<file path="src/common/gbx_cfg.svh">
////////////////////////////////////////////////////////////////////////////
// Build constants for the controller glue
// The tap limit counts clk_sys cycles and is overridden per instance
// when the system clock is not 16 MHz
////////////////////////////////////////////////////////////////////////////
`ifndef GBX_CFG_SVH
`define GBX_CFG_SVH

// Longest press that still counts as a tap, 0.2 s at 16 MHz
`define GBX_FF_TAP_CYCLES 3200000

// Pad types that have no select button
`define GBX_PAD_ALT_TYPE_A 8'd3
`define GBX_PAD_ALT_TYPE_B 8'd8

// Words of RTC data in the block after save RAM
`define GBX_RTC_WORDS 5

`endif
</file>
<file path="src/common/gbx_pkg.sv">
////////////////////////////////////////////////////////////////////////////
// Shared types for the controller, fast-forward and backup RAM logic
// Joypad bit order is right, left, down, up, A, B, select, start, ffwd
////////////////////////////////////////////////////////////////////////////
package gbx_pkg;

	// Console joypad word
	typedef logic [15:0] joy_t;

	// Native pad decoded buttons and type code
	typedef logic [31:0] pad_btn_t;
	typedef logic [7:0]  pad_type_t;

	// SD block port
	typedef logic [31:0] lba_t;
	typedef logic [15:0] sd_word_t;
	typedef logic [7:0]  buf_addr_t;

	// Backup block index, also the last save RAM block
	typedef logic [7:0]  blk_t;

	// Backup RAM word address
	typedef logic [16:0] bk_addr_t;

	// RTC state kept with the save file
	typedef logic [31:0] rtc_stamp_t;
	typedef logic [47:0] rtc_saved_t;

	// Block transfer sequencer
	typedef enum logic [1:0] {
		SEQ_IDLE,
		SEQ_REQ,
		SEQ_ACK
	} seq_state_t;

endpackage

</file>
<file path="src/hw/gbx_ctrl_top.sv">
////////////////////////////////////////////////////////////////////////////
// Console glue: pad routing, fast-forward and backup RAM save/load
// Single clock domain. The SD host owns the block port pace.
////////////////////////////////////////////////////////////////////////////
`include "gbx_cfg.svh"

module gbx_ctrl_top #(
	parameter int FF_TAP_CYCLES = `GBX_FF_TAP_CYCLES
) (
	input  logic                clk_sys,
	input  logic                reset,
	// Pads
	input  gbx_pkg::joy_t       usb_0,
	input  gbx_pkg::joy_t       usb_1,
	input  gbx_pkg::joy_t       usb_2,
	input  gbx_pkg::joy_t       usb_3,
	input  gbx_pkg::pad_btn_t   pad_a_btn,
	input  gbx_pkg::pad_btn_t   pad_b_btn,
	input  gbx_pkg::pad_type_t  pad_a_type,
	input  gbx_pkg::pad_type_t  pad_b_type,
	input  logic                pad_a_en,
	input  logic                pad_b_en,
	input  logic                native_sel,
	output gbx_pkg::joy_t       joy_0,
	output gbx_pkg::joy_t       joy_1,
	output gbx_pkg::joy_t       joy_2,
	output gbx_pkg::joy_t       joy_3,
	output logic                osd_combo,
	// Fast-forward and menu
	input  logic                download_busy,
	input  logic                osd_open,
	output logic                ff_active,
	// Backup triggers
	input  logic                cart_loading,
	input  logic                img_mounted,
	input  logic                img_readonly,
	input  logic                img_nonempty,
	input  logic                cart_has_save,
	input  logic                cram_wr,
	input  logic                autosave_en,
	input  logic                load_cmd,
	input  logic                save_cmd,
	output logic                sav_pending,
	// Backup RAM and RTC
	input  gbx_pkg::blk_t       ram_mask,
	input  logic                rtc_inuse,
	input  gbx_pkg::rtc_stamp_t rtc_stamp,
	input  gbx_pkg::rtc_saved_t rtc_saved,
	input  gbx_pkg::sd_word_t   bk_q,
	output gbx_pkg::bk_addr_t   bk_addr,
	output logic                bk_wr,
	output logic                bk_rtc_wr,
	output gbx_pkg::sd_word_t   bk_data,
	output logic                bk_loading,
	output logic                seq_done,
	// SD block port
	output gbx_pkg::lba_t       sd_lba,
	output logic                sd_rd,
	output logic                sd_wr,
	input  logic                sd_ack,
	input  gbx_pkg::buf_addr_t  sd_buff_addr,
	input  logic                sd_buff_wr,
	input  gbx_pkg::sd_word_t   sd_buff_dout,
	output gbx_pkg::sd_word_t   sd_buff_din
);

	logic start_load;
	logic start_save;

	pad_router u_pads (
		.clk_sys(clk_sys), .reset(reset),
		.usb_0(usb_0), .usb_1(usb_1), .usb_2(usb_2), .usb_3(usb_3),
		.pad_a_btn(pad_a_btn), .pad_b_btn(pad_b_btn),
		.pad_a_type(pad_a_type), .pad_b_type(pad_b_type),
		.pad_a_en(pad_a_en), .pad_b_en(pad_b_en), .native_sel(native_sel),
		.joy_0(joy_0), .joy_1(joy_1), .joy_2(joy_2), .joy_3(joy_3),
		.osd_combo(osd_combo)
	);

	// Player 1 fast-forward button
	ffwd_latch #(.TAP_CYCLES(FF_TAP_CYCLES)) u_ffwd (
		.clk_sys(clk_sys), .reset(reset),
		.ff_button(joy_0[8]), .download_busy(download_busy), .osd_open(osd_open),
		.ff_active(ff_active)
	);

	backup_trigger u_trig (
		.clk_sys(clk_sys), .reset(reset),
		.cart_loading(cart_loading), .img_mounted(img_mounted),
		.img_readonly(img_readonly), .cart_has_save(cart_has_save),
		.cram_wr(cram_wr), .osd_open(osd_open), .autosave_en(autosave_en),
		.img_nonempty(img_nonempty), .load_cmd(load_cmd), .save_cmd(save_cmd),
		.seq_done(seq_done), .start_load(start_load), .start_save(start_save),
		.sav_pending(sav_pending)
	);

	backup_seq u_seq (
		.clk_sys(clk_sys), .reset(reset),
		.start_load(start_load), .start_save(start_save),
		.ram_mask(ram_mask), .rtc_inuse(rtc_inuse), .sd_ack(sd_ack),
		.sd_lba(sd_lba), .sd_rd(sd_rd), .sd_wr(sd_wr),
		.bk_loading(bk_loading), .seq_done(seq_done),
		.sd_buff_addr(sd_buff_addr), .sd_buff_wr(sd_buff_wr),
		.sd_buff_dout(sd_buff_dout), .bk_q(bk_q),
		.rtc_stamp(rtc_stamp), .rtc_saved(rtc_saved),
		.bk_addr(bk_addr), .bk_wr(bk_wr), .bk_rtc_wr(bk_rtc_wr),
		.bk_data(bk_data), .sd_buff_din(sd_buff_din)
	);

endmodule

</file>
<file path="src/backup/backup_seq.sv">
////////////////////////////////////////////////////////////////////////////
// Moves backup RAM blocks over the SD block port, one request per block
// The host paces each block with sd_ack. Starts while busy are dropped.
// With the RTC in use one extra block carries the clock state.
////////////////////////////////////////////////////////////////////////////
`include "gbx_cfg.svh"

module backup_seq (
	input  logic                clk_sys,
	input  logic                reset,
	input  logic                start_load,
	input  logic                start_save,
	input  gbx_pkg::blk_t       ram_mask,
	input  logic                rtc_inuse,
	input  logic                sd_ack,
	output gbx_pkg::lba_t       sd_lba,
	output logic                sd_rd,
	output logic                sd_wr,
	output logic                bk_loading,
	output logic                seq_done,
	input  gbx_pkg::buf_addr_t  sd_buff_addr,
	input  logic                sd_buff_wr,
	input  gbx_pkg::sd_word_t   sd_buff_dout,
	input  gbx_pkg::sd_word_t   bk_q,
	input  gbx_pkg::rtc_stamp_t rtc_stamp,
	input  gbx_pkg::rtc_saved_t rtc_saved,
	output gbx_pkg::bk_addr_t   bk_addr,
	output logic                bk_wr,
	output logic                bk_rtc_wr,
	output gbx_pkg::sd_word_t   bk_data,
	output gbx_pkg::sd_word_t   sd_buff_din
);

	gbx_pkg::seq_state_t state;
	gbx_pkg::blk_t       cur_blk;
	gbx_pkg::blk_t       last_blk;
	logic                rtc_blk;
	gbx_pkg::sd_word_t   rtc_words [`GBX_RTC_WORDS];

	assign cur_blk  = sd_lba[7:0];
	assign last_blk = rtc_inuse ? ram_mask + 8'd1 : ram_mask;
	assign rtc_blk  = cur_blk > ram_mask;

	////////////////////////////////////////////////////////////////////////////
	// Buffer routing

	// Block number in the upper address bits
	assign bk_addr   = {sd_lba[8:0], sd_buff_addr};
	assign bk_data   = sd_buff_dout;
	assign bk_wr     = ~rtc_blk & sd_buff_wr & sd_ack;
	assign bk_rtc_wr = rtc_blk & sd_buff_wr & sd_ack;

	always_comb begin
		rtc_words[0] = rtc_stamp[15:0];
		rtc_words[1] = rtc_stamp[31:16];
		rtc_words[2] = rtc_saved[15:0];
		rtc_words[3] = rtc_saved[31:16];
		rtc_words[4] = rtc_saved[47:32];
	end

	// Rest of the RTC block is padding
	always_comb begin
		if (!rtc_blk)
			sd_buff_din = bk_q;
		else if (sd_buff_addr < gbx_pkg::buf_addr_t'(`GBX_RTC_WORDS))
			sd_buff_din = rtc_words[sd_buff_addr[2:0]];
		else
			sd_buff_din = 16'hFFFF;
	end

	////////////////////////////////////////////////////////////////////////////
	// Block sequencer

	always_ff @(posedge clk_sys) begin
		if (reset) begin
			state      <= gbx_pkg::SEQ_IDLE;
			sd_lba     <= '0;
			sd_rd      <= 1'b0;
			sd_wr      <= 1'b0;
			bk_loading <= 1'b0;
			seq_done   <= 1'b0;
		end else begin
			seq_done <= 1'b0;
			case (state)
				gbx_pkg::SEQ_IDLE: begin
					if (start_load || start_save) begin
						sd_lba     <= '0;
						sd_rd      <= start_load;
						sd_wr      <= ~start_load;
						bk_loading <= start_load;
						state      <= gbx_pkg::SEQ_REQ;
					end
				end
				// Request stays up until the host acks
				gbx_pkg::SEQ_REQ: begin
					if (sd_ack) begin
						sd_rd <= 1'b0;
						sd_wr <= 1'b0;
						state <= gbx_pkg::SEQ_ACK;
					end
				end
				// Ack low again means the block is done
				gbx_pkg::SEQ_ACK: begin
					if (!sd_ack) begin
						if (cur_blk >= last_blk) begin
							bk_loading <= 1'b0;
							seq_done   <= 1'b1;
							state      <= gbx_pkg::SEQ_IDLE;
						end else begin
							sd_lba <= sd_lba + 32'd1;
							sd_rd  <= bk_loading;
							sd_wr  <= ~bk_loading;
							state  <= gbx_pkg::SEQ_REQ;
						end
					end
				end
				default: state <= gbx_pkg::SEQ_IDLE;
			endcase
		end
	end

	a_one_request: assert property (@(posedge clk_sys) disable iff (reset)
		!(sd_rd && sd_wr));

	a_lba_stable: assert property (@(posedge clk_sys) disable iff (reset)
		(sd_rd || sd_wr) && $past(sd_rd || sd_wr) |-> $stable(sd_lba));

endmodule

</file>
<file path="src/backup/backup_trigger.sv">
////////////////////////////////////////////////////////////////////////////
// Decides when backup RAM is loaded or saved
// Backup works only when a writable image was mounted during the last
// cart download. Start pulses are single cycle.
////////////////////////////////////////////////////////////////////////////
module backup_trigger (
	input  logic clk_sys,
	input  logic reset,
	input  logic cart_loading,
	input  logic img_mounted,
	input  logic img_readonly,
	input  logic cart_has_save,
	input  logic cram_wr,
	input  logic osd_open,
	input  logic autosave_en,
	input  logic img_nonempty,
	input  logic load_cmd,
	input  logic save_cmd,
	input  logic seq_done,
	output logic start_load,
	output logic start_save,
	output logic sav_pending
);

	logic loading_q;
	logic bk_ena;
	logic new_load;
	logic load_q;
	logic save_q;
	logic sav_supported;
	logic load_req;
	logic save_req;
	logic load_edge;

	assign sav_supported = cart_has_save & bk_ena;
	assign load_req      = load_cmd | new_load;
	// Autosave waits for the menu to open
	assign save_req      = save_cmd | (sav_pending & osd_open & autosave_en);
	assign load_edge     = load_req & ~load_q;

	always_ff @(posedge clk_sys) begin
		if (reset) begin
			loading_q   <= 1'b0;
			bk_ena      <= 1'b0;
			new_load    <= 1'b0;
			sav_pending <= 1'b0;
			load_q      <= 1'b0;
			save_q      <= 1'b0;
			start_load  <= 1'b0;
			start_save  <= 1'b0;
		end else begin
			loading_q <= cart_loading;
			load_q    <= load_req;
			save_q    <= save_req;
			if (!loading_q && cart_loading)
				bk_ena <= 1'b0;
			if (cart_loading && img_mounted && !img_readonly)
				bk_ena <= 1'b1;
			if (seq_done) begin
				new_load    <= 1'b0;
				sav_pending <= 1'b0;
			end
			// End of download loads any existing save
			if (loading_q && !cart_loading && bk_ena && (cart_has_save || img_nonempty))
				new_load <= 1'b1;
			if (cram_wr && !osd_open && sav_supported)
				sav_pending <= 1'b1;
			// Load wins when both requests rise together
			start_load <= bk_ena & load_edge;
			start_save <= bk_ena & save_req & ~save_q & ~load_edge;
		end
	end

endmodule

</file>
<file path="src/hw/ffwd_latch.sv">
////////////////////////////////////////////////////////////////////////////
// Fast-forward while the button is held, or latched by a short tap
// The next press drops the latch. Presses during a download or with
// the menu open are ignored.
////////////////////////////////////////////////////////////////////////////
`include "gbx_cfg.svh"

module ffwd_latch #(
	parameter int TAP_CYCLES = `GBX_FF_TAP_CYCLES
) (
	input  logic clk_sys,
	input  logic reset,
	input  logic ff_button,
	input  logic download_busy,
	input  logic osd_open,
	output logic ff_active
);

	localparam int CNT_W = $clog2(TAP_CYCLES + 1);

	logic             press;
	logic             press_q;
	logic             ff_latch;
	logic             tap_latched;
	logic [CNT_W-1:0] hold_cnt;

	assign press = ff_button & ~download_busy & ~osd_open;

	always_ff @(posedge clk_sys) begin
		if (reset) begin
			press_q     <= 1'b0;
			ff_latch    <= 1'b0;
			tap_latched <= 1'b0;
			hold_cnt    <= '0;
			ff_active   <= 1'b0;
		end else begin
			press_q <= press;
			// Saturates at the tap limit
			if (press && hold_cnt != CNT_W'(TAP_CYCLES))
				hold_cnt <= hold_cnt + 1'b1;
			if (press && !press_q) begin
				ff_latch <= 1'b0;
				hold_cnt <= '0;
			end
			// Release after a short hold latches, unless the last one did
			if (!press && press_q) begin
				tap_latched <= 1'b0;
				if (hold_cnt < CNT_W'(TAP_CYCLES) && !tap_latched) begin
					tap_latched <= 1'b1;
					ff_latch    <= 1'b1;
				end
			end
			ff_active <= press | ff_latch;
		end
	end

	// Latch stands only while its tap is still remembered
	a_latch_from_tap: assert property (@(posedge clk_sys) disable iff (reset)
		ff_latch |-> tap_latched);

endmodule

</file>
<file path="src/hw/pad_router.sv">
////////////////////////////////////////////////////////////////////////////
// Maps the two native pads onto the joypad layout and shifts USB pads
// down to the next free player slots. Type 0 or 255 means no pad until
// a button is pressed. Outputs are registered.
////////////////////////////////////////////////////////////////////////////
`include "gbx_cfg.svh"

module pad_router (
	input  logic               clk_sys,
	input  logic               reset,
	input  gbx_pkg::joy_t      usb_0,
	input  gbx_pkg::joy_t      usb_1,
	input  gbx_pkg::joy_t      usb_2,
	input  gbx_pkg::joy_t      usb_3,
	input  gbx_pkg::pad_btn_t  pad_a_btn,
	input  gbx_pkg::pad_btn_t  pad_b_btn,
	input  gbx_pkg::pad_type_t pad_a_type,
	input  gbx_pkg::pad_type_t pad_b_type,
	input  logic               pad_a_en,
	input  logic               pad_b_en,
	input  logic               native_sel,
	output gbx_pkg::joy_t      joy_0,
	output gbx_pkg::joy_t      joy_1,
	output gbx_pkg::joy_t      joy_2,
	output gbx_pkg::joy_t      joy_3,
	output logic               osd_combo
);

	logic seen_a;
	logic seen_b;
	logic pres_a;
	logic pres_b;

	// Alternate pads have no select, so button 6 stands in
	function automatic gbx_pkg::joy_t map_pad(input gbx_pkg::pad_btn_t btn,
			input gbx_pkg::pad_type_t typ);
		logic sel_btn;
		sel_btn = (typ == `GBX_PAD_ALT_TYPE_A || typ == `GBX_PAD_ALT_TYPE_B) ? btn[6] : btn[4];
		return {8'd0, btn[5], sel_btn, btn[0], btn[1], btn[27], btn[26], btn[25], btn[24]};
	endfunction

	// Down plus start plus B opens the menu
	function automatic logic menu_combo(input gbx_pkg::pad_btn_t btn);
		return btn[26] & btn[5] & btn[0];
	endfunction

	assign pres_a = native_sel && pad_a_en &&
		((pad_a_type != 8'd0 && pad_a_type != 8'hFF) || seen_a || (|pad_a_btn));
	assign pres_b = native_sel && pad_b_en &&
		((pad_b_type != 8'd0 && pad_b_type != 8'hFF) || seen_b || (|pad_b_btn));

	always_ff @(posedge clk_sys) begin
		if (reset) begin
			seen_a    <= 1'b0;
			seen_b    <= 1'b0;
			joy_0     <= '0;
			joy_1     <= '0;
			joy_2     <= '0;
			joy_3     <= '0;
			osd_combo <= 1'b0;
		end else begin
			seen_a    <= seen_a | (|pad_a_btn);
			seen_b    <= seen_b | (|pad_b_btn);
			osd_combo <= menu_combo(pad_a_btn) | menu_combo(pad_b_btn);
			// USB pads fill whatever slots the native pads leave
			joy_0 <= pres_a ? map_pad(pad_a_btn, pad_a_type) : usb_0;
			joy_1 <= pres_b ? map_pad(pad_b_btn, pad_b_type) : (pres_a ? usb_0 : usb_1);
			joy_2 <= (pres_a && pres_b) ? usb_0 : ((pres_a || pres_b) ? usb_1 : usb_2);
			joy_3 <= (pres_a && pres_b) ? usb_1 : ((pres_a || pres_b) ? usb_2 : usb_3);
		end
	end

endmodule

</file>
<file path="config.mk">
export PLATFORM = sky130hd
export DESIGN_NAME = gbx_ctrl_top
export DESIGN_NICKNAME = d
export VERILOG_FILES = /design/src/common/gbx_pkg.sv /design/src/hw/gbx_ctrl_top.sv /design/src/backup/backup_seq.sv /design/src/backup/backup_trigger.sv /design/src/hw/ffwd_latch.sv /design/src/hw/pad_router.sv
export VERILOG_INCLUDE_DIRS = /design/src /design/src/common
export SDC_FILE = /design/constraint.sdc
export NUM_CORES = 1
export LEC_CHECK = 0
export BUFFER_PORTS_ARGS = -buffer_cell sky130_fd_sc_hd__clkbuf_2
export CORE_AREA = 2 2 174 176
export DETAILED_ROUTE_END_ITERATION = 10
export DIE_AREA = 0 0 176 178
export PLACE_DENSITY = 0.56
export REMOVE_ABC_BUFFERS = 1
export SYNTH_ARGS = -nofsm -noshare
export SYNTH_HDL_FRONTEND = slang
export SYNTH_SLANG_ARGS = --single-unit
</file>
<file path="constraint.sdc">
create_clock -name clk_sys -period 4.1 [get_ports clk_sys]
set_input_delay 0.82 -clock clk_sys [delete_from_list [all_inputs] [get_ports clk_sys]]
set_output_delay 0.82 -clock clk_sys [all_outputs]
set_load 0.05 [all_outputs]
</file>
## Yosys cells after proc, flatten, opt, wreduce, memory -nomap -nowiden

Cells that the tools add are included.

| cells by class | value |
|---|---|
| reductions and logical operators | 53 |
| add/subtract/negate cells | 3 |
| bitwise logic cells | 34 |
| eq/ne operators | 14 |
| magnitude comparators | 5 |
| multiplexer cells | 46 |

Operator list:

| kind | count |
|---|---|
| $mux W16 | 9 |
| $mux W32 | 3 |
| $pmux W32 S2 | 1 |
| $reduce_or A32 Y1 | 2 |
| $bmux W16 S3 | 1 |
| $add A32 B1 Y32 const B | 1 |
| $mux W8 | 3 |
| $add A22 B1 Y22 const B | 1 |
| $lt A22 B22 Y1 const B | 1 |
| $mux W1 | 22 |
| $ne A22 B22 Y1 const B | 1 |
| $logic_and A1 B1 Y1 | 19 |
| $and A1 B1 Y1 | 18 |
| $eq A8 B2 Y1 const B | 2 |
| $eq A8 B4 Y1 const B | 2 |
| $ne A8 B8 Y1 const B | 2 |
| $reduce_bool A8 Y1 | 2 |
| $logic_or A1 B1 Y1 | 9 |
| $not A1 Y1 | 9 |
| $add A8 B1 Y8 const B | 1 |
| $ge A8 B8 Y1 | 1 |
| $gt A8 B8 Y1 | 1 |
| $lt A8 B3 Y1 const B | 1 |
| $reduce_and A4 Y1 | 2 |
| other kinds (19) | 41 |

| word-level totals | value |
|---|---|
| flip-flop bits (word level) | 139 |
| logic and storage cells | 183 |
| output and inout bits | 154 |

## Longest topological paths before layout

| logic depth | value |
|---|---|
| depth in word-level cells | 8 |
| gate-level depth with buffers | 13 |
| mapped depth without buffers | 11 |

## Hierarchy

Synthesis repeated with hierarchy kept, for this count alone.

| second synthesis, totals | value |
|---|---|
| cells, all modules | 907 |
| area total of the unflattened synthesis | 8027.7 µm² |

By module, submodules not included:

| module | area an instance (µm²) | seq. area each (µm²) | instances | cells each |
|---|---|---|---|---|
| backup_seq | 3633.5 | 760.7 | 1 | 442 |
| pad_router | 2817.7 | 1341.3 | 1 | 288 |
| ffwd_latch | 1287.5 | 520.5 | 1 | 148 |
| backup_trigger | 289.0 | 160.2 | 1 | 29 |

## Worst setup path before layout

No wires, ideal clock.

| timing | value |
|---|---|
| path kind | input -> output |
| from | input ram_mask[1] |
| to | output bk_wr |
| stages on the path | 9 |
| slack | 504 ps |
| buffers on the path | 1 |
| arrival time | 2776 ps |
| cell sequence | inv_1 -> ha_1 -> nor2b_1 -> o21a_1 -> o21a_1 -> o21bai_1 -> a21oi_1 -> buf_2 -> nor2_1 |

| on the way | value |
|---|---|
| cells in the longest elaborated chain, start to end | 4 |

Ends and longest elaborated chain:

| what | line | source |
|---|---|---|
| from (decl) | gbx_ctrl_top.sv:45 | `input gbx_pkg::blk_t ram_mask,` |
| $gt A8 B8 Y1 | backup_seq.sv:42 | `assign rtc_blk = cur_blk > ram_mask;` |
| $not A1 Y1 | backup_seq.sv:50 | `assign bk_wr = ~rtc_blk & sd_buff_wr & sd_ack;` |
| $and A1 B1 Y1 (2 in series) | backup_seq.sv:50 |  |
| to (decl) | gbx_ctrl_top.sv:51 | `output logic bk_wr,` |

Every way passes these cells.

## Worst setup path in the final report

| timing | value |
|---|---|
| from | input ram_mask[1] |
| to | output sd_buff_din[7] |

| on the way | value |
|---|---|
| cells in the longest elaborated chain, start to end | 2 |

Ends and longest elaborated chain:

| what | line | source |
|---|---|---|
| $gt A8 B8 Y1 | backup_seq.sv:42 |  |
| $mux W16 | backup_seq.sv:63 | `if (!rtc_blk)` |
| to (decl) | gbx_ctrl_top.sv:64 | `output gbx_pkg::sd_word_t sd_buff_din` |

Every way passes these cells.

==> metrics.txt <==
# TYPE chip_impl_metric gauge
chip_impl_metric{name="drive_above_1_share",unit=""} 0.391
chip_impl_metric{name="placement.cell_area",unit="um2"} 10500
chip_impl_metric{name="grt_pass1_wl",unit="mm"} 50.4
chip_impl_metric{name="number_of_warning_messages_in_the_yosys_log",unit=""} 0
chip_impl_info{name="synth_commonest_cells",value="sky130_fd_sc_hd__dfxtp_1 (139), sky130_fd_sc_hd__nand2_1 (110), sky130_fd_sc_hd__a21oi_1 (67)"} 1
chip_impl_metric{name="place.gp.congestion",unit=""} 0.858
chip_impl_metric{name="routedWlPerCell",unit="um"} 19.3
chip_impl_metric{name="ctsLongestPathBuffers",unit=""} 2
chip_impl_metric{name="dieHeight",unit="um"} 178
chip_impl_metric{name="drt_via_density",unit=""} 5.18
chip_impl_metric{name="number_of_enable_flip_flop_cells_after_synthesis",unit=""} 0
chip_impl_metric{name="power_frac_seq",unit=""} 0.369
chip_impl_metric{name="max_slew.worst_pin.slew",unit="ps"} 1100
chip_impl_metric{name="netlist.area_leader.share",unit=""} 0.335
chip_impl_metric{name="std_cell_rows",unit=""} 63
chip_impl_metric{name="grt_start_max_net_pins",unit=""} 55
chip_impl_metric{name="fin_crit_sh",unit=""} 0.927
chip_impl_metric{name="clkSinkCount",unit=""} 139
chip_impl_metric{name="grt_antenna_before_repair",unit=""} 3
chip_impl_metric{name="clock_power_share",unit=""} 0.411
chip_impl_metric{name="drv_cap",unit=""} 0
chip_impl_metric{name="syn_area",unit="um2"} 8300
chip_impl_info{name="outcome",value="complete, no violations"} 1
chip_impl_metric{name="post-dp-hpwl",unit="mm"} 26.0
chip_impl_metric{name="detailedRoute.firstIterationViolations",unit=""} 455
chip_impl_metric{name="cells_after_dpl",unit=""} 1702
chip_impl_metric{name="grt_pass1_vias",unit=""} 8751
chip_impl_info{name="synth.largest_area_cell",value="sky130_fd_sc_hd__dfxtp_1"} 1
chip_impl_metric{name="syn2layout_area_growth",unit="%"} 33.6
chip_impl_metric{name="switching_share_of_power",unit=""} 0.337
chip_impl_info{name="cts_tree",value="yes"} 1
chip_impl_metric{name="pre_cts_ws",unit="ps"} -57.9
chip_impl_info{name="r2r-end",value="u_seq.sd_lba[16]$_SDFFE_PP0P_"} 1
chip_impl_metric{name="post-route-drc-count",unit=""} 0
chip_impl_metric{name="syn-instance-count",unit=""} 975
chip_impl_info{name="ys.flop_type",value="sky130_fd_sc_hd__dfxtp_1"} 1
chip_impl_info{name="worstHoldPathType",value="reg -> reg"} 1
chip_impl_info{name="critPathLaunch",value="ram_mask[1]"} 1
chip_impl_metric{name="buffers_added_on_ports",unit=""} 412
chip_impl_info{name="cpMaxStageDelayCell",value="sky130_fd_sc_hd__a21oi_4"} 1
chip_impl_metric{name="setup_violations",unit=""} 0
chip_impl_metric{name="numCtsBuffers",unit=""} 17
chip_impl_metric{name="finalClockSkew",unit="ps"} 13.1
chip_impl_metric{name="power-per-cell-area",unit="nW/um2"} 352
chip_impl_info{name="clk_root_buffer_cell",value="sky130_fd_sc_hd__clkbuf_16"} 1
chip_impl_metric{name="finalNetCount",unit=""} 1647
chip_impl_metric{name="r2r_setup_slack",unit="ps"} 1450
chip_impl_metric{name="p_leak",unit="nW"} 4.88
chip_impl_metric{name="maximum_ir_drop_on_the_vdd_rail",unit="uV"} 206
chip_impl_metric{name="detail_route.wirelength",unit="mm"} 33.6
chip_impl_metric{name="finalCriticalPeriod",unit="ps"} 3800
chip_impl_metric{name="synthesis.area_per_instance",unit="um2"} 8.52
chip_impl_metric{name="report.final.hold_viol_count",unit=""} 0
chip_impl_info{name="critPathLaunchType",value="primary input"} 1
chip_impl_metric{name="intPower",unit="W"} 0.00259
chip_impl_metric{name="number_of_detailed_route_iterations_in_the_first_pass",unit=""} 5
chip_impl_info{name="yosys-top-cells-area",value="sky130_fd_sc_hd__dfxtp_1 (34%), sky130_fd_sc_hd__nand2_1 (5.0%), sky130_fd_sc_hd__mux4_2 (4.3%), sky130_fd_sc_hd__a21oi_1 (4.0%), sky130_fd_sc_hd__ha_1 (3.8%)"} 1
chip_impl_metric{name="grt_use_total",unit=""} 0.209
chip_impl_metric{name="synth_seq_cells",unit=""} 139
chip_impl_metric{name="timing.critical_path.arrival",unit="ps"} 2980
chip_impl_metric{name="floorplan.io_pins",unit=""} 445
chip_impl_metric{name="overflow",unit=""} 0
chip_impl_metric{name="final-instance-count-excl-fill",unit=""} 1739
chip_impl_metric{name="cts_max_level",unit=""} 4
chip_impl_info{name="critical_path_sink",value="sd_buff_din[7]"} 1
chip_impl_metric{name="ys_seq_area_frac",unit=""} 0.335
chip_impl_metric{name="relSlewSlack",unit=""} 0.261
chip_impl_metric{name="area_of_the_die",unit="um2"} 31300
chip_impl_metric{name="floorplan.initialDensity",unit=""} 0.282
chip_impl_metric{name="timing.fmax",unit="MHz"} 263
chip_impl_metric{name="postSynth.asyncResetShare",unit=""} 0
chip_impl_metric{name="worstSkewPairLatency",unit="ps"} 430
chip_impl_metric{name="clk_pin_slew_worst_paths",unit="ps"} 70
chip_impl_metric{name="longest_individual_stage_delay_on_the_worst_path",unit="ps"} 580
chip_impl_info{name="worstHoldStart",value="u_trig.save_q$_SDFF_PP0_"} 1
chip_impl_metric{name="worst_r2r_path_depth",unit=""} 8
chip_impl_info{name="critical_path.cell_chain",value="clkbuf_2 -> inv_1 -> ha_1 -> nor2b_1 -> o21a_1 -> o21a_1 -> o21bai_1 -> a21oi_4 -> mux2_2 -> clkbuf_2"} 1
chip_impl_metric{name="final_max_slew_viols",unit=""} 0
chip_impl_metric{name="cp_data_required_time",unit="ps"} 3280
chip_impl_metric{name="vias",unit=""} 9001
chip_impl_metric{name="final_design_area_excluding_fillers",unit="um2"} 11100
chip_impl_metric{name="critical_path.max_fanout",unit=""} 18
chip_impl_metric{name="die_width",unit="um"} 176
chip_impl_metric{name="power.switching",unit="W"} 0.00132
chip_impl_info{name="most_common_cell_in_the_synthesized_netlist",value="sky130_fd_sc_hd__dfxtp_1"} 1
chip_impl_metric{name="ant_nets",unit=""} 0
chip_impl_metric{name="pwr-share-comb",unit=""} 0.220
chip_impl_info{name="grt_setup_unrepaired",value="no"} 1
chip_impl_metric{name="synth.distinct_cells",unit=""} 69
chip_impl_metric{name="core_area",unit="um2"} 29400
chip_impl_info{name="timing.rr.start",value="u_seq.sd_lba[7]$_SDFFE_PP0P_"} 1
chip_impl_metric{name="setup-tns-final",unit="ps"} 0
chip_impl_info{name="setup.worst_path.class",value="in -> out"} 1
chip_impl_metric{name="hold_ws",unit="ps"} 394
chip_impl_metric{name="finalWorstSetupSlack",unit="ps"} 299
chip_impl_info{name="crit_path_end_kind",value="output pin"} 1
-- worst min path at each step --
stage	end	slack (ps)	cells past startpoint
final	u_trig.start_save$_SDFF_PP0_	390	1
after global routing	u_trig.start_save$_SDFF_PP0_	400	1
after CTS	u_trig.start_save$_SDFF_PP0_	400	1
after detailed placement	u_trig.start_save$_SDFF_PP0_	390	1
after global placement	u_trig.start_save$_SDFF_PP0_	380	1
after floorplan	u_trig.start_save$_SDFF_PP0_	370	1
-- area by class of cell --
type | count | area, um2
Clock inverter | 14 | 151
Tap cell | 390 | 488
Inverter | 38 | 143
Antenna cell | 5 | 12.5
Multi-Input combinational cell | 704 | 4860
Timing Repair Buffer | 431 | 2220
Fill cell | 3082 | 18300
Sequential cell | 139 | 2780
Clock buffer | 18 | 439
-- registers in the layout (all words and copies together), names as in the netlist, 2 cells and up --
register and cells:
u_ffwd.hold_cnt 22, u_pads.joy_0 16, u_pads.joy_1 16, u_pads.joy_2 16
u_pads.joy_3 16, u_seq.sd_lba 32, u_seq.state 2
-- worst max-delay path, delay by kind of cell --
kind	cells	cell delay, ps
buffers and inverters	3	400
AOI/OAI and AO/OA	4	910
muxes	1	420
and+or+nand+nor	1	140
adders and majority gates	1	280
-- cell usage in the layout (no fill, tap or decap), drive strengths merged, types with 17 or more instances in the layout --
master,Yosys,final
a21oi,67,67
a311oi,18,18
and3,17,17
and4,20,20
buf,53,20
clkbuf,41,429
dfxtp,139,139
ha,25,25
inv,38,47
nand2,110,110
nand3,34,34
nand4,36,36
nor2,57,57
nor2b,20,20
nor3,21,21
nor4,20,20
o21ai,39,39
xnor2,19,19
-- per-layer routing --
layer | GRT usage | up-vias | part of all wire
li1 | - | 4321 | -
met3 | 0.0759 | 32 | 0.098
met2 | 0.342 | 341 | 0.47
met1 | 0.263 | 4307 | 0.42
met4 | 0.0503 | 0 | 0.014
met5 | 0 | - | 0
-- what timing repair did --
action,CTS,global route
hold buffers,0,0
gates resized for setup,1,0
buffers inserted,0,0
endpoints found under the setup margin,16,0
-- power groups by stage --
stage | clock network, W | logic (W) | registers (W)
2_1_floorplan | 0 | 0.000295 | 0.00166
3_3_place_gp | 0 | 0.000855 | 0.00147
3_5_place_dp | 0 | 0.000858 | 0.00147
4_1_cts | 0.00164 | 0.000862 | 0.00144
5_1_grt | 0.00170 | 0.000923 | 0.00145
6_report | 0.00161 | 0.000860 | 0.00144
-- cell families (layout without fill, tap and decap cells) --
group           after synthesis  after routing  synth area share
simple gates                393            393             0.253
other cells                   0              5                 0
mux                          40             40            0.0767
fa+ha+maj                    25             25            0.0377
xor+xnor                     20             20            0.0211
compound gates              226            226             0.193
flops                       139            139             0.335
buf+inv                     132            501            0.0839
-- per-stage QoR --
step,utilization,power (W)
after floorplan,-,0.00196
after global placement,0.356,0.00233
after detailed placement,0.356,0.00233
after CTS,0.377,0.00395
after global routing,0.377,0.00407
final,0.377,0.00391
Note: power is estimated with default switching activity, not from simulation.
